<file path="config.mk">
export PLATFORM = sky130hd
export DESIGN_NAME = mem_control
export DESIGN_NICKNAME = d
export VERILOG_FILES = /design/src/hw/riscv_pkg.sv /design/src/hw/mem_control.sv
export SDC_FILE = /design/constraint.sdc
export NUM_CORES = 1
export LEC_CHECK = 0
export BUFFER_PORTS_ARGS = -buffer_cell sky130_fd_sc_hd__buf_2
export CAP_MARGIN = 20
export CORE_MARGIN = 10
export CORE_UTILIZATION = 25
export CTS_BUF_LIST = sky130_fd_sc_hd__clkbuf_4 sky130_fd_sc_hd__clkbuf_8
export DETAILED_ROUTE_END_ITERATION = 10
export PLACE_DENSITY = 0.83
export RECOVER_POWER = 50
export SLEW_MARGIN = 20
export SYNTH_ARGS = -nofsm -noshare
export SYNTH_HDL_FRONTEND = slang
export SYNTH_SLANG_ARGS = --single-unit
</file>
<file path="constraint.sdc">
create_clock -name clk -period 1.37 [get_ports clk]
set_clock_uncertainty 0.15 [all_clocks]
set_input_delay 0 -clock clk [delete_from_list [all_inputs] [get_ports clk]]
set_output_delay 0 -clock clk [all_outputs]
set_load 0.03 [all_outputs]
</file>
<file path="src/hw/riscv_pkg.sv">
package riscv_pkg;

    // data word width
    localparam int xlen = 32;

    // first bios word
    localparam logic [xlen-1:0] reset_pc = 32'h4000_0000;

    // memory map, address bits 31:28
    localparam logic [3:0] region_bios = 4'h4;
    localparam logic [3:0] region_dmem = 4'h1;
    localparam logic [3:0] region_io   = 4'h8;

    // io word offsets, address bits 4:2
    // status bit 0 tx_ready, bit 1 rx_valid
    localparam logic [2:0] io_status  = 3'd0;
    localparam logic [2:0] io_rx_data = 3'd1;
    localparam logic [2:0] io_tx_data = 3'd2;

    // funct3 codes of the kept instructions
    localparam logic [2:0] f3_add = 3'b000;
    localparam logic [2:0] f3_and = 3'b111;
    localparam logic [2:0] f3_beq = 3'b000;
    localparam logic [2:0] f3_bne = 3'b001;

    typedef enum logic [6:0] {
        opc_lui    = 7'b0110111,
        opc_op_imm = 7'b0010011,
        opc_op     = 7'b0110011,
        opc_load   = 7'b0000011,
        opc_store  = 7'b0100011,
        opc_branch = 7'b1100011,
        opc_jal    = 7'b1101111
    } opcode_t;

    typedef struct packed {
        logic [6:0] funct7;
        logic [4:0] rs2;
        logic [4:0] rs1;
        logic [2:0] funct3;
        logic [4:0] rd;
        logic [6:0] opcode;
    } r_fmt_t;

    typedef struct packed {
        logic [11:0] imm;
        logic [4:0]  rs1;
        logic [2:0]  funct3;
        logic [4:0]  rd;
        logic [6:0]  opcode;
    } i_fmt_t;

    typedef struct packed {
        logic [6:0] imm_hi;
        logic [4:0] rs2;
        logic [4:0] rs1;
        logic [2:0] funct3;
        logic [4:0] imm_lo;
        logic [6:0] opcode;
    } s_fmt_t;

    typedef struct packed {
        logic       imm12;
        logic [5:0] imm10_5;
        logic [4:0] rs2;
        logic [4:0] rs1;
        logic [2:0] funct3;
        logic [3:0] imm4_1;
        logic       imm11;
        logic [6:0] opcode;
    } b_fmt_t;

    typedef struct packed {
        logic [19:0] imm;
        logic [4:0]  rd;
        logic [6:0]  opcode;
    } u_fmt_t;

    typedef struct packed {
        logic       imm20;
        logic [9:0] imm10_1;
        logic       imm11;
        logic [7:0] imm19_12;
        logic [4:0] rd;
        logic [6:0] opcode;
    } j_fmt_t;

    // one instruction word, six views of its fields
    typedef union packed {
        r_fmt_t r;
        i_fmt_t i;
        s_fmt_t s;
        b_fmt_t b;
        u_fmt_t u;
        j_fmt_t j;
    } instr_t;

    typedef enum logic [1:0] {
        add    = 2'd0,
        sub    = 2'd1,
        and_op = 2'd2,
        pass_b = 2'd3
    } alu_op_t;

    // source of the load data
    typedef enum logic [1:0] {
        rd_dmem = 2'b00,
        rd_bios = 2'b01,
        rd_io   = 2'b10
    } rd_sel_t;

endpackage

</file>
<file path="src/hw/mem_control.sv">
module mem_control
    import riscv_pkg::*;
(
    input  logic            clk,
    input  logic            rst,
    input  logic [xlen-1:0] addr,
    input  logic [3:0]      wea,
    input  logic            mem_rd,
    input  logic [xlen-1:0] dmem_data,
    input  logic [xlen-1:0] bios_data,
    input  logic [xlen-1:0] io_data,
    output logic [3:0]      dmem_wea,
    output logic            io_we,
    output logic            io_re,
    output logic [xlen-1:0] rdata
);

    logic [3:0] region;
    rd_sel_t    rd_sel;

    assign region = addr[31:28];

    // stores outside dmem and io are dropped
    assign dmem_wea = (region == region_dmem) ? wea : 4'h0;
    assign io_we    = (region == region_io) && (|wea);
    assign io_re    = mem_rd && (region == region_io);

    // region of the load, one cycle behind like the memories
    always_ff @(posedge clk) begin
        if (rst) begin
            rd_sel <= rd_dmem;
        end else if (mem_rd) begin
            case (region)
                region_bios: rd_sel <= rd_bios;
                region_io:   rd_sel <= rd_io;
                default:     rd_sel <= rd_dmem;
            endcase
        end
    end

    always_comb begin
        case (rd_sel)
            rd_dmem: rdata = dmem_data;
            rd_bios: rdata = bios_data;
            rd_io:   rdata = io_data;
            default: rdata = '0;
        endcase
    end

    a_bios_read_only: assert property (
        @(posedge clk) disable iff (rst) (|wea) |-> (region != region_bios)
    );

endmodule

</file>
==> metrics <==
MaxCap Viol Count 0; Mapped Cells 94; Reg clk slew, reported paths around 40 ps; routability cong. 0.824; Slew headroom between 70% and 80%; most common library cells after synthesis mux2i_1, o2bb2ai_1, buf_2; post-synth top area share 38.9%; placed insts around 280; power per cell area 389 nW/um^2; worst slew pin tran 404 ps; synthesized flop and latch total 2; row count 20; Detail Placement HPWL ~4600 microns; CP Data Arrival Time roughly 1400 ps; H-tree depth 1; worst min path class input port to flop; Final Cell Area 2280 sq um; failing checks negative hold slack, negative setup slack; post-route ant nets 0; Final TNS setup -2820 ps; synthesis-to-layout area growth 177%; vias in the first global route 1661; largest area contributor in the netlist mux2i_1; Distinct cells, synth 18; Most flops, register rd_sel; Core ar. a little over 3000 sq um; share of post-route cells with drive strength above 1 between 80 and 90%; total power roughly 0.9 mW; CP Launch Type flop; Max Root-Sink Buffers 2; first-pass GRT wire length 9340 microns; Tot GR Track Use roughly a fifth; EDFF count, synth 0; IO Port Bufs approximately 140; gr ovfl total 0; Non-Filler Instances 286; Ys Warns 0; CTS root buffer clkbuf_4; I/O pins approximately 170; ys flop type dfxtp_1; Crit Path Class flop to output port; Num CTS Buffers 3; fin util 73.6%; Post-CTS Hold Fix Bufs 3; Tcrit/Tclk final 111%; final hold violation count 2; status complete, but fails checks; Mean Syn Cell Area roughly 9 sq um; initial antenna violation count 0; syn nets between 200 and 250; setup slack after layout -149 ps; Die H 77.4 microns; min Tclk post-route about 1500 ps; Starting Density between 20% and 30%; R2R setup slack 140 ps; dpl cell area approximately 1800 sq um; DRT Pass-1 Iters 4; Iteration-0 DRC Markers between 40 and 50; DRC violation count after routing 0; critical path endpoint category output port; final setup fails 32; RSZ-0062 raised after global routing yes; synthesized area just over 800 sq um; register area share after synthesis under 10%; clock sink count 2; biggest regs rd_sel: 2 flops; highest ir drop seen on vdd 0.000193 V; async set or reset register ratio after synthesis 0%; Worst-Skew Late Latency 230 ps; required time worst endpoint ~1200 ps; Area contributors post-synth mux2i_1, o2bb2ai_1, dfxtp_1; Leak between 1 and 1.5 nW; Setup WS pre-CTS about 76 ps; clock tree from TritonCTS done; Final Slew Violations 0; upper clock frequency limit 658 MHz; Routed WL roughly 6600 microns; Die W roughly 77 microns; Die ar. roughly 6000 sq um; NumNets Final 378; Largest register FFs 2; largest net degree at the start of global routing 23; Crit Path Max Fanout 9; total vias in the final route approximately 1500; mean number of vias per cell 5.15; WHS -119 ps; routed len/inst between 20 and 25 microns
[report_power, final]
group / switching [mW] / total, mW / internal [mW]
combinational: 0.352 / 0.688 / 0.336
clock: 0.0420 / 0.139 / 0.0974
sequential: 0.00222 / 0.0602 / 0.0580
total: 0.396 / 0.888 / 0.491
[layout by cell type (no fill, tap or decap)]
master	instances
nor2b_4	1
clkbuf_1	4
buf_4	2
nor4_1	1
o32ai_1	1
buf_12	2
nand2b_1	1
inv_1	1
dlygate4sd3_1	3
o2bb2ai_2	32
mux2i_4	10
diode_2	1
mux2i_1	10
nand4bb_1	1
dfxtp_2	1
or4b_4	1
o31ai_2	1
nor4b_2	1
mux2i_2	12
and2_1	4
or3b_2	1
clkbuf_4	3
buf_6	33
dfxtp_4	1
buf_16	1
buf_2	111
nor2_1	2
[cells by family after synthesis]
logic type,share of synthesized area (%)
muxes,38.9
buffers and inverters,8.21
and+or+nand+nor,11.4
DFF,4.86
AOI/OAI and AO/OA,36.6
[worst paths after layout]
check / end / startpoint / cells past startpoint
hold reg to reg: rd_sel[1] / rd_sel[1] / 2
hold / removal: rd_sel[0] / addr[29] / 2
setup / recovery: rdata[12] / rd_sel[1] / 4
setup reg to reg: rd_sel[1] / rd_sel[1] / 2
[critical path: stages (launching register included)]
cell and delay [ps]:
dfxtp_4 430, buf_12 180, mux2i_2 260, o2bb2ai_2 110, buf_6 150
[timing repair]
action / 4_1_cts / 5_1_grt
setup endpoints to repair: 32 / 33
gates resized for setup: 74 / 25
cloned: 1 / 0
setup buffers: 0 / 0
endpoints found under the hold margin: 2 / 2
pin swaps: 6 / 10
[cell type report]
class | count | area, sq um
antenna | 1 | 2.50
inverter | 1 | 3.75
multi-input combinational | 79 | 1100
timing repair buffer | 156 | 1050
tap | 44 | 55.1
fill | 234 | 820
clock buffer | 3 | 22.5
sequential | 2 | 45.0
[metal layers]
| layer | wire length, microns | GRT usage, % | part of all wire, % |
|---|---|---|---|
| met1 | 1980 | 16.5 | 30 |
| met4 | 222 | 8.94 | 3.3 |
| met3 | 508 | 6.68 | 7.6 |
| met2 | 3930 | 39.4 | 59 |
| met5 | 0 | 0 | 0 |
No activity file was read; power rests on OpenSTA's default activity.
