**src/hw/riscv_pkg.sv**
```systemverilog
package riscv_pkg;

    // data word width
    localparam int xlen = 32;

    // first bios word
    localparam logic [xlen-1:0] reset_pc = 32'h4000_0000;

    // memory map, address bits 31:28
    localparam logic [3:0] region_bios = 4'h4;
    localparam logic [3:0] region_dmem = 4'h1;
    localparam logic [3:0] region_io   = 4'h8;

    // io word offsets, address bits 4:2
    // status bit 0 tx_ready, bit 1 rx_valid
    localparam logic [2:0] io_status  = 3'd0;
    localparam logic [2:0] io_rx_data = 3'd1;
    localparam logic [2:0] io_tx_data = 3'd2;

    // funct3 codes of the kept instructions
    localparam logic [2:0] f3_add = 3'b000;
    localparam logic [2:0] f3_and = 3'b111;
    localparam logic [2:0] f3_beq = 3'b000;
    localparam logic [2:0] f3_bne = 3'b001;

    typedef enum logic [6:0] {
        opc_lui    = 7'b0110111,
        opc_op_imm = 7'b0010011,
        opc_op     = 7'b0110011,
        opc_load   = 7'b0000011,
        opc_store  = 7'b0100011,
        opc_branch = 7'b1100011,
        opc_jal    = 7'b1101111
    } opcode_t;

    typedef struct packed {
        logic [6:0] funct7;
        logic [4:0] rs2;
        logic [4:0] rs1;
        logic [2:0] funct3;
        logic [4:0] rd;
        logic [6:0] opcode;
    } r_fmt_t;

    typedef struct packed {
        logic [11:0] imm;
        logic [4:0]  rs1;
        logic [2:0]  funct3;
        logic [4:0]  rd;
        logic [6:0]  opcode;
    } i_fmt_t;

    typedef struct packed {
        logic [6:0] imm_hi;
        logic [4:0] rs2;
        logic [4:0] rs1;
        logic [2:0] funct3;
        logic [4:0] imm_lo;
        logic [6:0] opcode;
    } s_fmt_t;

    typedef struct packed {
        logic       imm12;
        logic [5:0] imm10_5;
        logic [4:0] rs2;
        logic [4:0] rs1;
        logic [2:0] funct3;
        logic [3:0] imm4_1;
        logic       imm11;
        logic [6:0] opcode;
    } b_fmt_t;

    typedef struct packed {
        logic [19:0] imm;
        logic [4:0]  rd;
        logic [6:0]  opcode;
    } u_fmt_t;

    typedef struct packed {
        logic       imm20;
        logic [9:0] imm10_1;
        logic       imm11;
        logic [7:0] imm19_12;
        logic [4:0] rd;
        logic [6:0] opcode;
    } j_fmt_t;

    // one instruction word, six views of its fields
    typedef union packed {
        r_fmt_t r;
        i_fmt_t i;
        s_fmt_t s;
        b_fmt_t b;
        u_fmt_t u;
        j_fmt_t j;
    } instr_t;

    typedef enum logic [1:0] {
        add    = 2'd0,
        sub    = 2'd1,
        and_op = 2'd2,
        pass_b = 2'd3
    } alu_op_t;

    // source of the load data
    typedef enum logic [1:0] {
        rd_dmem = 2'b00,
        rd_bios = 2'b01,
        rd_io   = 2'b10
    } rd_sel_t;

endpackage

```
**src/hw/core_fsm.sv**
```systemverilog
module core_fsm
    import riscv_pkg::*;
(
    input  logic    clk,
    input  logic    rst,
    input  instr_t  instr,
    output logic    pc_we,
    output logic    ir_we,
    output logic    rf_we,
    output alu_op_t alu_op,
    output logic    use_imm,
    output logic    mem_rd,
    output logic    mem_wr,
    output logic    wb_from_mem,
    output logic    branch,
    output logic    jump
);

    // one-hot step encoding
    localparam logic [4:0] s_fetch     = 5'b00001;
    localparam logic [4:0] s_decode    = 5'b00010;
    localparam logic [4:0] s_execute   = 5'b00100;
    localparam logic [4:0] s_mem       = 5'b01000;
    localparam logic [4:0] s_writeback = 5'b10000;

    logic [4:0] state;
    logic [4:0] next_state;
    opcode_t    opcode;
    logic       is_load;
    logic       is_store;
    logic       writes_rd;

    // ir is valid from execute on
    assign opcode    = opcode_t'(instr.r.opcode);
    assign is_load   = opcode == opc_load;
    assign is_store  = opcode == opc_store;
    assign writes_rd = opcode inside {opc_lui, opc_op_imm, opc_op, opc_load, opc_jal};

    always_ff @(posedge clk) begin
        if (rst) begin
            state <= s_fetch;
        end else begin
            state <= next_state;
        end
    end

    always_comb begin
        case (state)
            s_fetch:     next_state = s_decode;
            s_decode:    next_state = s_execute;
            // memory ops take the extra step, all others go to writeback
            s_execute:   next_state = (is_load || is_store) ? s_mem : s_writeback;
            // a store ends in mem
            s_mem:       next_state = is_load ? s_writeback : s_fetch;
            s_writeback: next_state = s_fetch;
            default:     next_state = s_fetch;
        endcase
    end

    // alu function and operand b per opcode
    always_comb begin
        alu_op  = add;
        use_imm = 1'b1;
        case (opcode)
            opc_lui: begin
                alu_op = pass_b;
            end
            opc_op_imm: begin
                if (instr.i.funct3 == f3_and) begin
                    alu_op = and_op;
                end
            end
            opc_op: begin
                use_imm = 1'b0;
                if (instr.r.funct3 == f3_and) begin
                    alu_op = and_op;
                end else if (instr.r.funct3 == f3_add && instr.r.funct7[5]) begin
                    alu_op = sub;
                end
            end
            default: begin
                alu_op = add;
            end
        endcase
    end

    // ir loads while the rom output is valid
    assign ir_we       = state == s_decode;
    // pc moves on the last step of every instruction
    assign pc_we       = (state == s_writeback) || (state == s_mem && is_store);
    assign rf_we       = (state == s_writeback) && writes_rd;
    assign mem_rd      = (state == s_mem) && is_load;
    assign mem_wr      = (state == s_mem) && is_store;
    assign wb_from_mem = is_load;
    assign branch      = opcode == opc_branch;
    assign jump        = opcode == opc_jal;

    // only lw and sw reach the mem step
    a_word_access: assert property (
        @(posedge clk) disable iff (rst) (mem_rd || mem_wr) |-> (instr.r.funct3 == 3'b010)
    );

    // the fetched word is one of the kept opcodes
    a_opcode_kept: assert property (
        @(posedge clk) disable iff (rst)
        (state == s_execute) |->
        (opcode inside {opc_lui, opc_op_imm, opc_op, opc_load, opc_store, opc_branch, opc_jal})
    );

endmodule

```
**config.mk**
```make
export PLATFORM = sky130hd
export DESIGN_NAME = core_fsm
export DESIGN_NICKNAME = d
export VERILOG_FILES = /design/src/hw/riscv_pkg.sv /design/src/hw/core_fsm.sv
export SDC_FILE = /design/constraint.sdc
export NUM_CORES = 1
export LEC_CHECK = 0
export ABC_AREA = 1
export BUFFER_PORTS_ARGS = -buffer_cell sky130_fd_sc_hd__buf_4
export CAP_MARGIN = 0
export CORE_UTILIZATION = 30
export CTS_CLUSTER_SIZE = 14
export DETAILED_ROUTE_END_ITERATION = 12
export GPL_ROUTABILITY_DRIVEN = 0
export PLACE_DENSITY = 0.73
export SKIP_CTS_REPAIR_TIMING = 1
export SYNTH_ARGS = -nofsm -noshare
export SYNTH_HDL_FRONTEND = slang
export SYNTH_SLANG_ARGS = --single-unit
```
**constraint.sdc**
```tcl
create_clock -name clk -period 1.1 [get_ports clk]
set_input_delay 0.275 -clock clk [delete_from_list [all_inputs] [get_ports clk]]
set_output_delay 0.275 -clock clk [all_outputs]
set_load 0.03 [all_outputs]
```
==> flow_summary.ini, run 1 <==
[setup_path]
cp_data_required_time_ns = 0.82
path_max_fanout = 3
endpoint_kind = output pin
cp-start-kind = flip-flop
critPathArrivalTime_ns = 1.29
critPathKind = flip-flop to output pin

[die]
die-area_mm2 = 0.00160
io_pins = 45
rows = 13
core_area_mm2 = 0.00132
die_y_um = 40.0
start_util_pct = 32.9
fp.dieW_um = 40.0

[grt]
grt_pass1_wl_mm = 1.90
grt_use_total_pct = 17.5
grt-ovfl-total = 0
grt_max_degree = 8
grt_antenna_before_repair = 0
grt_pass1_vias = 538

[cts]
cts_buffers = 3
clock-sinks = 5
tritoncts = built
clk_pin_slew_ns = 0.05
cts_root_buffer = clkbuf_4
cts.path.max_buffers = 2
worstSkewPairLatency_ns = 0.24
cts_max_level = 1

[sta]
tns_ns = -3.56
slew_viol_final = 0
worstMarginPinSlew_ns = 0.253
period_share_pct = 143
fin_skew_ns = 0.00583
slew_headroom_pct = 83.1
clock.fmax_ghz = 0.637
final_hold_viol_count = 0
layout_setup_ws_ns = -0.469
rsz0062_at_grt = yes
min_period_ns = 1.57
setup_viol = 12
timing.hold.ws_ns = 0.227

[place]
pre_cts_ws_ns = -0.408
dp_hpwl_mm = 1.05
io_buffers = 23

[cells_and_area]
diodes = 0
multiInputGateArea_um2 = 430
final_common_cell = buf_6
regArea_um2 = 108
largestRegisters = state x5
fillers = 86
final_cell_mix = 19 x buf_6, 18 x buf_4, 10 x nor2_4, 10 x nand2_1
largest_reg_flops = 5
top_register = state
area_delta_synth_final_pct = 144
final_nets = 152
drive_above_1_share_pct = 70.9

[logic_synthesis]
yosys_warnings = 0
netlist_area_um2 = 433
synth_cell_types = 16
ys_ff_latch = 5
synth_cells = 73
ys_seq_area_share_pct = 23.1
avgSynthCellArea_um2 = 5.93
synth_fp_nets = 107

[routing]
met3_wirelength_um = 61
drc = 0
via_per_inst = 4.97
wl_met1_um = 619
dr.pass1.iters = 4
dr_wl_met2_mm = 1.01
drt_wl_total_mm = 1.69
top_layer = met3
vias = 656
post_drt_wl_per_cell_um = 12.8
drt_iter0_drc = 12
antenna_left = 0

[hold_path]
hold_class = input pin to flip-flop

[power_and_ir_drop]
ir_drop_mv = 0.352
p_per_area_mw_per_mm2 = 653
leakage_nw = 0.493
power.total_mw = 0.690

[outcome]
status = finished, violations left
violations = negative setup slack

[run]
drv_cap = 0
==> final timing paths <==
check	depth (start not counted)	slack, ns	endpoint	from
min	2	0.23	state[2]$_SDFF_PP0_	rst
max reg2reg	6	-0.04	state[4]$_SDFF_PP0_	state[1]$_SDFF_PP0_
min reg2reg	3	0.55	state[1]$_SDFF_PP0_	state[1]$_SDFF_PP0_
max	5	-0.47	pc_we	state[1]$_SDFF_PP0_
==> layout make-up <==
cell class,instances,area share [%]
multi-input cells,55,40.8
well taps,15,1.78
flip-flops and latches,5,10.2
repair buffers,40,37.8
clock buffers,4,2.49
inverters,13,6.99
==> synthesized netlist by cell type (all sizes together) <==
master   n  area, um2
dfxtp    5        100
nor3     3       26.3
nor2    16       70.1
nand3b   1       7.51
o21ai    5       25.0
nand4    3       18.8
a21oi    1       8.76
nand3    6       30.0
inv     13       48.8
and3     1       6.26
nand2   19       91.3
==> routing by layer <==
layer	vias to the layer above	global-route usage, %
met4	0	7.76
met5	-	0
li1	323	-
met2	19	36.3
met1	314	16.6
met3	0	1.67
==> power by group <==
group	total, mW	switching, mW	internal, mW	leakage, nW
Sequential	0.216	0.0155	0.201	0.0423
Clock	0.212	0.0747	0.137	0.0150
Combinational	0.262	0.136	0.126	0.436
==> kinds of logic after synthesis <==
group	count (synthesis)	share of synthesized area, %
compound gates	6	7.80
simple gates	49	57.8
buf+inv	13	11.3
flops	5	23.1
==> worst max-delay path: stages, from the launching register on <==
cell and delay (ns):
dfxtp_4 0.35, nor2_4 0.12, nand4_1 0.15, buf_6 0.17, o21ai_4 0.11, buf_6 0.14
==> stage by stage <==
stage,util [%],instances,instance area [um2]
2_1_floorplan,-,73,527
3_3_place_gp,61.9,124,816
3_5_place_dp,61.9,124,816
4_1_cts,63.9,128,842
5_1_grt,80.2,132,1060
6_report,80.2,132,1060
(Power assumes the default switching activity.)
==> inputs of run 2 (changes only) <==
Settings changed: REMOVE_ABC_BUFFERS set to 1.
==> flow_summary.ini, run 2 (synthesized netlist as in run 1, its figures left out) <==
[cells_and_area]
final_common_cell = buf_4
largest_reg_flops = 5
multiInputGateArea_um2 = 350
largestRegisters = state x5
final_area_um2 = 887
top_register = state
final_cell_mix = 27 x buf_4, 12 x nand2_1, 10 x buf_6
final_nets = 150
drive_above_1_share_pct = 61.7
regArea_um2 = 103
diodes = 0
area_delta_synth_final_pct = 105
layoutNonFillerInstCount = 130
final_util_pct = 67.3
fillers = 117

[run]
drv_cap = 0

[routing]
antenna_left = 0
dr.pass1.iters = 3
vias = 617
post_drt_wl_per_cell_um = 10.5
drc = 0
drt_wl_total_mm = 1.36
via_per_inst = 4.75
drt_iter0_drc = 5

[setup_path]
cpPeakStageDelay_ns = 0.32
cp_data_required_time_ns = 0.82
cp-start-kind = flip-flop
cp_top_family = simple AND/OR/NAND/NOR gates
worstPathCellList = nor2_2 -> nand4_1 -> o21ai_1 -> buf_4
critPathKind = flip-flop to output pin
path_max_fanout = 4
critPathArrivalTime_ns = 1.28
crit_buf_inv = 1
endpoint_kind = output pin
critPathSlowestCell = dfxtp_2

[die]
start_util_pct = 32.9
rows = 13
die_y_um = 40.0
fp.dieW_um = 40.0
io_pins = 45
die-area_mm2 = 0.00160
core_area_mm2 = 0.00132

[grt]
grt_pass1_wl_mm = 1.57
grt_max_degree = 7
grt_use_total_pct = 14.5
grt_pass1_vias = 450
grt-ovfl-total = 0
grt_antenna_before_repair = 0

[cts]
clock-sinks = 5
cts_max_level = 1
cts.path.max_buffers = 2
cts_buffers = 3
cts_root_buffer = clkbuf_4
tritoncts = built
worstSkewPairLatency_ns = 0.25
clk_pin_slew_ns = 0.05

[place]
pre_cts_ws_ns = -0.345
place_area_um2 = 714
dp_hpwl_um = 962
dp.cells = 123
io_buffers = 23

[power_and_ir_drop]
p_sw_mw = 0.216
leakage_nw = 0.441
ir_drop_mv = 0.402
pwr-share-seq_pct = 31.0
pwr-share-clk_pct = 33.2
comb_power_share_pct = 35.9
sw_frac_of_total_pct = 32.1
p_int_mw = 0.459
power.total_mw = 0.675
p_per_area_mw_per_mm2 = 761

[sta]
worstMarginPinSlew_ns = 0.223
layout_setup_ws_ns = -0.456
period_share_pct = 141
setup_viol = 12
tns_ns = -3.38
rsz0062_at_grt = yes
slew_viol_final = 0
final_hold_viol_count = 0
timing.hold.ws_ns = 0.217
min_period_ns = 1.56
slew_headroom_pct = 85.1
clock.fmax_ghz = 0.643
fin_skew_ns = 0.00592

[outcome]
status = finished, violations left
violations = negative setup slack

[hold_path]
hold_class = input pin to flip-flop
## run 2: changes by cell type in the layout (fill, tap and decap cells not counted), sizes merged
cell	before	now
buf	40	38
## run 2: cell type report
cell class	count	area share [%]
Sequential cell	5	11.6
Inverter	13	6.63
Tap cell	15	2.12
Multi-Input combinational cell	55	39.5
Timing Repair Buffer	38	37.2
Clock buffer	4	2.96
## run 2: power groups by stage
stage | combinational, mW | sequential, mW | clock, mW
4_1_cts | 0.182 | 0.206 | 0.228
2_1_floorplan | 0.0841 | 0.208 | 0
5_1_grt | 0.262 | 0.210 | 0.236
6_report | 0.242 | 0.209 | 0.224
3_5_place_dp | 0.182 | 0.209 | 0
3_3_place_gp | 0.175 | 0.208 | 0
## run 2: path summary, 6_finish.rpt
check | start | endpoint | slack (ns) | depth (start not counted)
worst max register to register | state[1]$_SDFF_PP0_ | state[4]$_SDFF_PP0_ | -0.17 | 7
worst max-delay path | state[1]$_SDFF_PP0_ | pc_we | -0.46 | 4
worst min-delay path | rst | state[1]$_SDFF_PP0_ | 0.22 | 2
worst min register to register | state[2]$_SDFF_PP0_ | state[3]$_SDFF_PP0_ | 0.59 | 2
## run 2: worst reg2reg max path: cells and delay by family, from the launching register on
family | cells | cell delay (ns)
and+or+nand+nor | 3 | 0.42
buffers and inverters | 3 | 0.37
DFF | 1 | 0.32
AOI/OAI and AO/OA | 1 | 0.09
## run 2: metal layers
| metal | vias to the layer above | GRT usage, % | routed length (um) |
|---|---|---|---|
| met5 | - | 0 | 0 |
| li1 | 322 | - | - |
| met2 | 21 | 29.8 | 781 |
| met3 | 4 | 1.67 | 81 |
| met1 | 270 | 14.3 | 474 |
| met4 | 0 | 5.17 | 25 |
