**src/hw/riscv_pkg.sv**
```systemverilog
package riscv_pkg;

    // data word width
    localparam int xlen = 32;

    // first bios word
    localparam logic [xlen-1:0] reset_pc = 32'h4000_0000;

    // memory map, address bits 31:28
    localparam logic [3:0] region_bios = 4'h4;
    localparam logic [3:0] region_dmem = 4'h1;
    localparam logic [3:0] region_io   = 4'h8;

    // io word offsets, address bits 4:2
    // status bit 0 tx_ready, bit 1 rx_valid
    localparam logic [2:0] io_status  = 3'd0;
    localparam logic [2:0] io_rx_data = 3'd1;
    localparam logic [2:0] io_tx_data = 3'd2;

    // funct3 codes of the kept instructions
    localparam logic [2:0] f3_add = 3'b000;
    localparam logic [2:0] f3_and = 3'b111;
    localparam logic [2:0] f3_beq = 3'b000;
    localparam logic [2:0] f3_bne = 3'b001;

    typedef enum logic [6:0] {
        opc_lui    = 7'b0110111,
        opc_op_imm = 7'b0010011,
        opc_op     = 7'b0110011,
        opc_load   = 7'b0000011,
        opc_store  = 7'b0100011,
        opc_branch = 7'b1100011,
        opc_jal    = 7'b1101111
    } opcode_t;

    typedef struct packed {
        logic [6:0] funct7;
        logic [4:0] rs2;
        logic [4:0] rs1;
        logic [2:0] funct3;
        logic [4:0] rd;
        logic [6:0] opcode;
    } r_fmt_t;

    typedef struct packed {
        logic [11:0] imm;
        logic [4:0]  rs1;
        logic [2:0]  funct3;
        logic [4:0]  rd;
        logic [6:0]  opcode;
    } i_fmt_t;

    typedef struct packed {
        logic [6:0] imm_hi;
        logic [4:0] rs2;
        logic [4:0] rs1;
        logic [2:0] funct3;
        logic [4:0] imm_lo;
        logic [6:0] opcode;
    } s_fmt_t;

    typedef struct packed {
        logic       imm12;
        logic [5:0] imm10_5;
        logic [4:0] rs2;
        logic [4:0] rs1;
        logic [2:0] funct3;
        logic [3:0] imm4_1;
        logic       imm11;
        logic [6:0] opcode;
    } b_fmt_t;

    typedef struct packed {
        logic [19:0] imm;
        logic [4:0]  rd;
        logic [6:0]  opcode;
    } u_fmt_t;

    typedef struct packed {
        logic       imm20;
        logic [9:0] imm10_1;
        logic       imm11;
        logic [7:0] imm19_12;
        logic [4:0] rd;
        logic [6:0] opcode;
    } j_fmt_t;

    // one instruction word, six views of its fields
    typedef union packed {
        r_fmt_t r;
        i_fmt_t i;
        s_fmt_t s;
        b_fmt_t b;
        u_fmt_t u;
        j_fmt_t j;
    } instr_t;

    typedef enum logic [1:0] {
        add    = 2'd0,
        sub    = 2'd1,
        and_op = 2'd2,
        pass_b = 2'd3
    } alu_op_t;

    // source of the load data
    typedef enum logic [1:0] {
        rd_dmem = 2'b00,
        rd_bios = 2'b01,
        rd_io   = 2'b10
    } rd_sel_t;

endpackage

```
**src/hw/baud_timer.sv**
```systemverilog
module baud_timer #(
    parameter int CLKS_PER_BIT = 10
)(
    input  logic clk,
    input  logic rst,
    input  logic start,
    input  logic run,
    output logic tick,
    output logic half_tick
);

    localparam int cnt_w = (CLKS_PER_BIT > 1) ? $clog2(CLKS_PER_BIT) : 1;
    localparam logic [cnt_w-1:0] cnt_last = cnt_w'(CLKS_PER_BIT - 1);
    // mid-bit point for sampling
    localparam logic [cnt_w-1:0] cnt_half = cnt_w'(CLKS_PER_BIT / 2 - 1);

    logic [cnt_w-1:0] cnt;

    // reload on start and at the end of each period
    always_ff @(posedge clk) begin
        if (rst || start) begin
            cnt <= '0;
        end else if (run) begin
            cnt <= (cnt == cnt_last) ? '0 : cnt + 1'b1;
        end
    end

    assign tick      = run && !start && (cnt == cnt_last);
    assign half_tick = run && !start && (cnt == cnt_half);

endmodule

```
**src/hw/uart_io.sv**
```systemverilog
module uart_io
    import riscv_pkg::*;
#(
    parameter int CLKS_PER_BIT = 10
)(
    input  logic            clk,
    input  logic            rst,
    input  logic [2:0]      addr,
    input  logic            io_we,
    input  logic            io_re,
    input  logic [xlen-1:0] wdata,
    output logic [xlen-1:0] io_data,
    input  logic            serial_rx,
    output logic            serial_tx
);

    logic       tx_ready;
    logic       tx_start;
    logic       tx_tick;
    logic [8:0] tx_shift;
    logic [3:0] tx_count;
    logic       rx_meta;
    logic       rx_sync;
    logic       rx_busy;
    logic       rx_start;
    logic       rx_sample;
    logic       rx_valid;
    logic [7:0] rx_shift;
    logic [7:0] rx_data;
    logic [3:0] rx_count;

    // a store while busy is ignored
    assign tx_start = io_we && (addr == io_tx_data) && tx_ready;

    baud_timer #(
        .CLKS_PER_BIT(CLKS_PER_BIT)
    ) i_tx_timer (
        .clk(clk), .rst(rst), .start(tx_start), .run(!tx_ready),
        .tick(tx_tick), .half_tick()
    );

    // start bit goes out at once, then data and stop from the shifter
    always_ff @(posedge clk) begin
        if (rst) begin
            tx_ready  <= 1'b1;
            serial_tx <= 1'b1;
            tx_count  <= 4'd0;
        end else if (tx_start) begin
            tx_ready  <= 1'b0;
            serial_tx <= 1'b0;
            tx_count  <= 4'd0;
        end else if (tx_tick) begin
            if (tx_count == 4'd9) begin
                // end of stop bit
                tx_ready <= 1'b1;
            end else begin
                serial_tx <= tx_shift[0];
                tx_count  <= tx_count + 4'd1;
            end
        end
    end

    // stop bit above the data byte, lsb first
    always_ff @(posedge clk) begin
        if (tx_start) begin
            tx_shift <= {1'b1, wdata[7:0]};
        end else if (tx_tick) begin
            tx_shift <= {1'b1, tx_shift[8:1]};
        end
    end

    // two-flop sync of the async line
    always_ff @(posedge clk) begin
        if (rst) begin
            rx_meta <= 1'b1;
            rx_sync <= 1'b1;
        end else begin
            rx_meta <= serial_rx;
            rx_sync <= rx_meta;
        end
    end

    // low line while idle is taken as a start edge
    assign rx_start = !rx_busy && !rx_sync;

    baud_timer #(
        .CLKS_PER_BIT(CLKS_PER_BIT)
    ) i_rx_timer (
        .clk(clk), .rst(rst), .start(rx_start), .run(rx_busy),
        .tick(), .half_tick(rx_sample)
    );

    always_ff @(posedge clk) begin
        if (rst) begin
            rx_busy  <= 1'b0;
            rx_valid <= 1'b0;
            rx_count <= 4'd0;
        end else begin
            // read clears, a new byte in the same cycle wins
            if (io_re && addr == io_rx_data) begin
                rx_valid <= 1'b0;
            end
            if (rx_start) begin
                rx_busy  <= 1'b1;
                rx_count <= 4'd0;
            end else if (rx_sample) begin
                rx_count <= rx_count + 4'd1;
                if (rx_count == 4'd0 && rx_sync) begin
                    // glitch, no real start bit
                    rx_busy <= 1'b0;
                end else if (rx_count == 4'd9) begin
                    rx_busy <= 1'b0;
                    if (rx_sync) begin
                        rx_valid <= 1'b1;
                    end
                end
            end
        end
    end

    // data bits at samples 1 to 8, byte kept only on a good stop bit
    always_ff @(posedge clk) begin
        if (rx_sample && rx_count >= 4'd1 && rx_count <= 4'd8) begin
            rx_shift <= {rx_sync, rx_shift[7:1]};
        end
        if (rx_sample && rx_count == 4'd9 && rx_sync) begin
            rx_data <= rx_shift;
        end
    end

    // registered read port, one cycle like the memories
    always_ff @(posedge clk) begin
        if (io_re) begin
            case (addr)
                io_status:  io_data <= {{(xlen-2){1'b0}}, rx_valid, tx_ready};
                io_rx_data: io_data <= {{(xlen-8){1'b0}}, rx_data};
                default:    io_data <= '0;
            endcase
        end
    end

endmodule

```
**config.mk**
```make
export PLATFORM = sky130hd
export DESIGN_NAME = uart_io
export DESIGN_NICKNAME = d
export VERILOG_FILES = /design/src/hw/riscv_pkg.sv /design/src/hw/baud_timer.sv /design/src/hw/uart_io.sv
export SDC_FILE = /design/constraint.sdc
export NUM_CORES = 1
export LEC_CHECK = 0
export ABC_AREA = 1
export BUFFER_PORTS_ARGS = -buffer_cell sky130_fd_sc_hd__clkbuf_2
export CORE_MARGIN = 8
export CORE_UTILIZATION = 50
export DETAILED_ROUTE_END_ITERATION = 10
export PLACE_DENSITY_LB_ADDON = 0.1
export SYNTH_ARGS = -nofsm -noshare
export SYNTH_HDL_FRONTEND = slang
export SYNTH_SLANG_ARGS = --single-unit
```
**constraint.sdc**
```tcl
create_clock -name clk -period 1.8 [get_ports clk]
set_input_delay 0.36 -clock clk [delete_from_list [all_inputs] [get_ports clk]]
set_output_delay 0.36 -clock clk [all_outputs]
set_load 0.02 [all_outputs]
```
==> results.cfg, run 1 <==
[drt]
avgRoutedWirePerCell_um = 10.4
drtPass1Iterations = 5
routed_wl_um = 3630
vias_per_cell = 4.61
drtIter0Drc = 59
ant_nets = 0
drc_errors = 0
vias = 1603

[floorplan]
pin_count = 73
row_count = 25
coreArea_sq_um = 4690
die_x_um = 85.6
die-area_sq_um = 7330
die_h_um = 85.6
initial_utilization = 0.517

[worst_setup_path]
startpoint_type = register
crit_family = flip-flops
cp_slowest_stage_delay_ns = 0.41
path_class = reg2reg
critPathBufInv = 1
crit_path_start = rx_count[0]
path_max_fanout = 8
cp_cell_sequence = ha_1, nand3_1, nor2_1, nand2_1, inv_1
r2r_slack_ns = 0.38
end_kind = register
arrival_ns = 1.42
crit_slowest_cell = dfxtp_1
required_ns = 1.79
r2r-start = rx_count[0]

[global_route]
grt_antenna_before_repair = 0
grt_pass1_vias = 1498
grt_max_degree = 20
grt_pass1_wl_um = 6310
grt_busiest_layer = met2
grt_use_met2 = 0.181
grt-ovfl-total = 0
grt_use_total = 0.106
met1_usage = 0.114
met3_usage = 0.0439

[pwr]
powerDensity_nw_per_um2 = 824
pwr-share-clk = 0.323
vdd_drop_max_mv = 0.446
switching_power_uw = 521
power.internal_uw = 1640
switching_share = 0.241
p_total_uw = 2160
pwr-share-seq = 0.613
combPwrFrac = 0.064
p_leak_uw = 0.00114

[placement]
place_hpwl_um = 2820
place.gp.congestion = 0.753
dpl_cell_area_sq_um = 2530
portBuffers = 24

[logic_synthesis]
synth-simple-area-share = 0.215
synth_compound_area_frac = 0.0402
synth_xor_area_frac = 0.00722
synth_top_area_cell = edfxtp_1
synth_area_per_cell_sq_um = 9.26
syn-cell-area_sq_um = 2420
synth_mux_area_frac = 0
synth-seq-cells = 54
synth_cell_types = 23
synth_fa_ha_area_frac = 0.0258
synth_cells = 262
synth_warnings = 0
synth_top_family_by_area = simple AND/OR/NAND/NOR gates
yosysTopAreaCellShare = 0.396
ys_seq_area_frac = 0.578
yosys-top-cells-area = edfxtp_1 (40%), dfxtp_1 (18%), nand2_1 (8.8%)

[cells_and_area]
nNetsFinal = 338
final_common_cell = nand2_1
diodes = 0
final_area_sq_um = 2630
mostFrequentLayoutCells = nand2_1 (57), inv_1 (35), edfxtp_1 (32), nor2_1 (25)
drive_gt1_frac = 0.150
area_delta_synth_final_pct = 8.31
fillers = 445

[sta]
period_share = 0.790
skew_ns = 0.00972
period_needed_ns = 1.42
fmax_mhz = 704
drv_slew = 0
final-setup-viol-count = 0
setup_tns_ns = 0
hold_violations = 0
rsz0062_at_grt = false

[clock_network]
cts.sink_count = 54
clk_latency_ns = 0.30
cts_buffers = 5
clk_pin_slew_ns = 0.10
cts.repair.resized = 0
cts_tree = yes
clock_path_buffers = 2
post_cts_buffers = 0
cts_root_buf = clkbuf_8
cts_hold_buf = 0
cts_max_level = 2

[hold_path]
hp-class = in2reg
min_from = serial_rx

[outcome]
status = complete, no violations

[job]
maxCapViolations = 0
[cell usage after synthesis]
library cell / instances
ha_1: 5
xor2_1: 2
nor2_2: 4
nand3_1: 17
nand3b_1: 2
o21ai_0: 4
nor2_4: 1
or2_1: 1
nand2_2: 2
a21oi_1: 14
edfxtp_1: 32
dfxtp_1: 22
nand2_1: 57
nor2_1: 25
inv_1: 35
nor3_1: 8
or2_2: 2
inv_2: 1
buf_2: 1
nand4_1: 1
buf_4: 24
o21bai_1: 1
conb_1: 1
[routing by layer]
layer	vias up	wire length [um]
met5	-	0
met4	0	41
met3	6	290
met2	38	1690
met1	713	1610
li1	846	-
[sequential cells by signal (all words and copies together) (netlist names)]
signal	flops
i_rx_timer.cnt	4
i_tx_timer.cnt	4
io_data	8
rx_busy	1
rx_count	4
rx_data	8
rx_meta	1
rx_shift	8
rx_sync	1
rx_valid	1
serial_tx	1
tx_count	4
tx_ready	1
tx_shift	8
[power groups by stage]
stage	logic [uW]	clock network [uW]	registers, uW
4_1_cts	138	730	1330
3_3_place_gp	137	0	1350
5_1_grt	154	773	1330
6_report	138	700	1330
3_5_place_dp	137	0	1350
2_1_floorplan	125	0	1370
[cell type report]
class,count,area [sq um],share of cell area
Sequential cell,54,1400,0.534
Clock buffer,5,68.8,0.0262
Inverter,36,135,0.0515
Clock inverter,3,28.8,0.0110
Timing Repair Buffer,26,135,0.0515
Tap cell,54,67.6,0.0257
Multi-Input combinational cell,170,790,0.301
[path summary, 6_finish.rpt]
kind,cells after the start,endpoint
worst max register to register,5,rx_data[3]
worst max-delay path,5,rx_data[3]
worst min-delay path,2,rx_meta
worst min register to register,1,rx_sync
[cell families after synthesis]
group | Yosys count
AOI/OAI and AO/OA | 19
xor gates and xnor gates | 2
adders and majority gates | 5
buffers and inverters | 61
DFF | 54
other | 1
and+or+nand+nor | 120
[worst register-to-register path, cell delays in order (launching register included)]
cell	delay, ns
dfxtp_1	0.41
ha_1	0.20
nand3_1	0.10
nor2_1	0.09
nand2_1	0.08
inv_1	0.23
[through the flow]
| step | std cells | hold slack, ns | util | setup slack (ns) |
|---|---|---|---|---|
| after global routing | 348 | 0.225 | 0.560 | 0.233 |
| after detailed placement | 340 | 0.404 | 0.539 | 0.364 |
| after CTS | 348 | 0.227 | 0.560 | 0.352 |
| after floorplan | 285 | 0.389 | - | 0.287 |
| after global placement | 340 | 0.394 | 0.539 | 0.386 |
| final | 348 | 0.237 | 0.560 | 0.379 |
Note: power is estimated with default switching activity, not from simulation.
==> inputs of run 2 (changes only) <==
--- a/config.mk
+++ b/config.mk
@@ -5,10 +5,10 @@
 export SDC_FILE = /design/constraint.sdc
 export NUM_CORES = 1
 export LEC_CHECK = 0
-export ABC_AREA = 1
+export ABC_AREA = 0
 export BUFFER_PORTS_ARGS = -buffer_cell sky130_fd_sc_hd__clkbuf_2
 export CORE_MARGIN = 8
-export CORE_UTILIZATION = 50
+export CORE_UTILIZATION = 46
 export DETAILED_ROUTE_END_ITERATION = 10
 export PLACE_DENSITY_LB_ADDON = 0.1
 export SYNTH_ARGS = -nofsm -noshare
==> constraint.sdc (replaced) <==
create_clock -name clk -period 1.17 [get_ports clk]
set_input_delay 0.234 -clock clk [delete_from_list [all_inputs] [get_ports clk]]
set_output_delay 0.234 -clock clk [all_outputs]
set_load 0.02 [all_outputs]
==> run 2 against run 1 <==
The run now ends with setup timing left. Clock skew decreased by 0.0031 ns. Clock power increased by 57%. Clock-buffer cell count unchanged. Largest cell class unchanged. Routed wire length increased by 21%. Worst hold slack worse by 0.13 ns. Register-to-register slack lost 0.75 ns. Via count increased by 3.9%. Synthesized cell count decreased by 21%. Non-clock buffer count is 43 higher. Total power up 57%. Synthesized area rose by 0.36%. Die area rose by 7.4%.
==> results.cfg, run 2 <==
[outcome]
violations = setup timing
status = finished with violations

[logic_synthesis]
synth-edff-count = 32
synth_area_per_cell_sq_um = 11.8
synth_cells = 207
ys_seq_area_frac = 0.576
ys_async_sr_fraction = 0
synth_common_cells = edfxtp_1 (32), buf_4 (24), dfxtp_1 (22)
synth_top_area_cell = edfxtp_1
synth-seq-cells = 54
syn-cell-area_sq_um = 2430
yosysTopAreaCellShare = 0.395
yosys-top-cells-area = edfxtp_1 (39%), dfxtp_1 (18%), buf_4 (7.4%)
synth_cell_types = 44
synth.most_common_cell = edfxtp_1
synth_warnings = 0
synth-main-ff-cell = edfxtp_1

[floorplan]
die_x_um = 88.7
initial_utilization = 0.476
die-area_sq_um = 7870
die_h_um = 88.7
coreArea_sq_um = 5110
row_count = 26
pin_count = 73

[job]
maxCapViolations = 0

[hold_path]
min_from = serial_rx
hp-class = in2reg
hold_depth = 2
hold_path_end = rx_meta

[drt]
drtIter0Drc = 78
ant_nets = 0
vias_per_cell = 4.78
avgRoutedWirePerCell_um = 12.7
vias = 1665
routed_wl_um = 4410
drtPass1Iterations = 4
drc_errors = 0

[placement]
dpl_cell_area_sq_um = 2950
place.gp.congestion = 0.762
place_ws_ns = -0.453
place_hpwl_um = 3220
portBuffers = 24

[sta]
skew_ns = 0.00663
period_needed_ns = 1.54
final-setup-viol-count = 39
drv_slew = 0
fmax_mhz = 648
period_share = 1.32
setup_ws_ns = -0.373
rsz0062_at_grt = true
hold_violations = 0

[cells_and_area]
final_common_cell = buf_4
final_area_sq_um = 3240
area_delta_synth_final_pct = 33.1
mostFrequentLayoutCells = buf_4 (33), edfxtp_1 (32), conb_1 (24), clkbuf_2 (24), dfxtp_2 (12)
drive_gt1_frac = 0.489
multi_input_area_sq_um = 1090
diodes = 0
fillers = 428
final_util = 0.634
nNetsFinal = 322
final-seq-area_sq_um = 1420

[clock_network]
clk_latency_ns = 0.31
cts_max_level = 2
cts_hold_buf = 0
cts_tree = yes
clk_pin_slew_ns = 0.10
cts.sink_count = 54
cts_root_buf = clkbuf_8
clock_path_buffers = 2
cts_buffers = 5

[global_route]
grt_antenna_before_repair = 0
grt_pass1_vias = 1658
grt-ovfl-total = 0
grt_max_degree = 20
grt_use_total = 0.119
grt_pass1_wl_um = 7410

[worst_setup_path]
r2r_slack_ns = -0.37
r2r-end = rx_shift[4]
cp_slowest_stage_delay_ns = 0.37
required_ns = 1.21
arrival_ns = 1.58
r2r-start = rx_count[0]
end_kind = register
cp_cell_sequence = inv_4, ha_4, nor2b_4, mux2_4, nor3_4, buf_12
startpoint_type = register
path_max_fanout = 8
path_class = reg2reg
r2r_cells = 6
crit_slowest_cell = dfxtp_4

[pwr]
p_total_uw = 3400
vdd_drop_max_mv = 0.620
powerDensity_nw_per_um2 = 1050
p_leak_uw = 0.00126
## run 2: cell count changes after synthesis, sizes merged, moves of 5 or more
cell / delta
nor2: -24
and2: +6
o21ai: +8
nand2: -54
nand3: -11
nor2b: +5
mux2: +8
inv: -27
## run 2: cell type report
cell class	count	share of cell area
clock buffer	5	0.0213
clock inverter	3	0.00889
inverter	9	0.0112
multi-input combinational	138	0.336
sequential	54	0.440
tap	70	0.0270
timing repair buffer	69	0.156
## run 2: how the worst max path moves through the flow
| stage | from | to | slack, ns | cells past startpoint |
|---|---|---|---|---|
| after floorplan | rx_count[0] | rx_shift[0] | -0.44 | 5 |
| after global placement | rx_count[0] | rx_shift[0] | -0.42 | 6 |
| after detailed placement | rx_count[0] | rx_shift[3] | -0.45 | 6 |
| after CTS | rx_count[0] | rx_shift[6] | -0.39 | 6 |
| after global routing | rx_count[0] | rx_shift[3] | -0.42 | 6 |
| final | rx_count[0] | rx_shift[4] | -0.37 | 6 |
## run 2: what timing repair did
action / CTS / global route
resized for setup: 24 / 19
cloned: 1 / 0
endpoints found under the setup margin: 44 / 46
buffers inserted: 3 / 3
pin swaps: 12 / 12
## run 2: critical path, delay by kind of cell, from the launching register on
| family | cells | cell delay (ns) |
|---|---|---|
| buf+inv | 2 | 0.20 |
| simple gates | 2 | 0.28 |
| fa+ha+maj | 1 | 0.11 |
| flops | 1 | 0.37 |
| mux | 1 | 0.31 |
## run 2: logic make-up after synthesis
family | share of synthesized area
muxes | 0.0494
adders and majority gates | 0.0257
and+or+nand+nor | 0.155
DFF | 0.576
xor gates and xnor gates | 0.0108
AOI/OAI and AO/OA | 0.0848
other | 0.00154
buffers and inverters | 0.0967
## run 2: power breakdown
part           internal (uW)  switching, uW  leakage (uW)  total, uW
clock                    445            655     0.0000502       1100
combinational           96.6            169      0.000734        265
sequential              2020           14.5      0.000480       2040
## run 2: per-layer routing
layer	routed length, um	vias to the layer above	track usage
met4	40	0	0.0415
met2	2110	46	0.193
met5	0	-	0
met3	233	4	0.0306
met1	2020	773	0.149
li1	-	842	-
## run 2: through the flow
stage          TNS (ns)  hold WS [ns]  instances
2_1_floorplan     -9.13         0.305        230
3_3_place_gp      -9.58         0.394        334
3_5_place_dp     -10.18         0.398        334
4_1_cts           -8.06        0.0951        346
5_1_grt          -10.16         0.107        348
6_report          -7.74         0.105        348
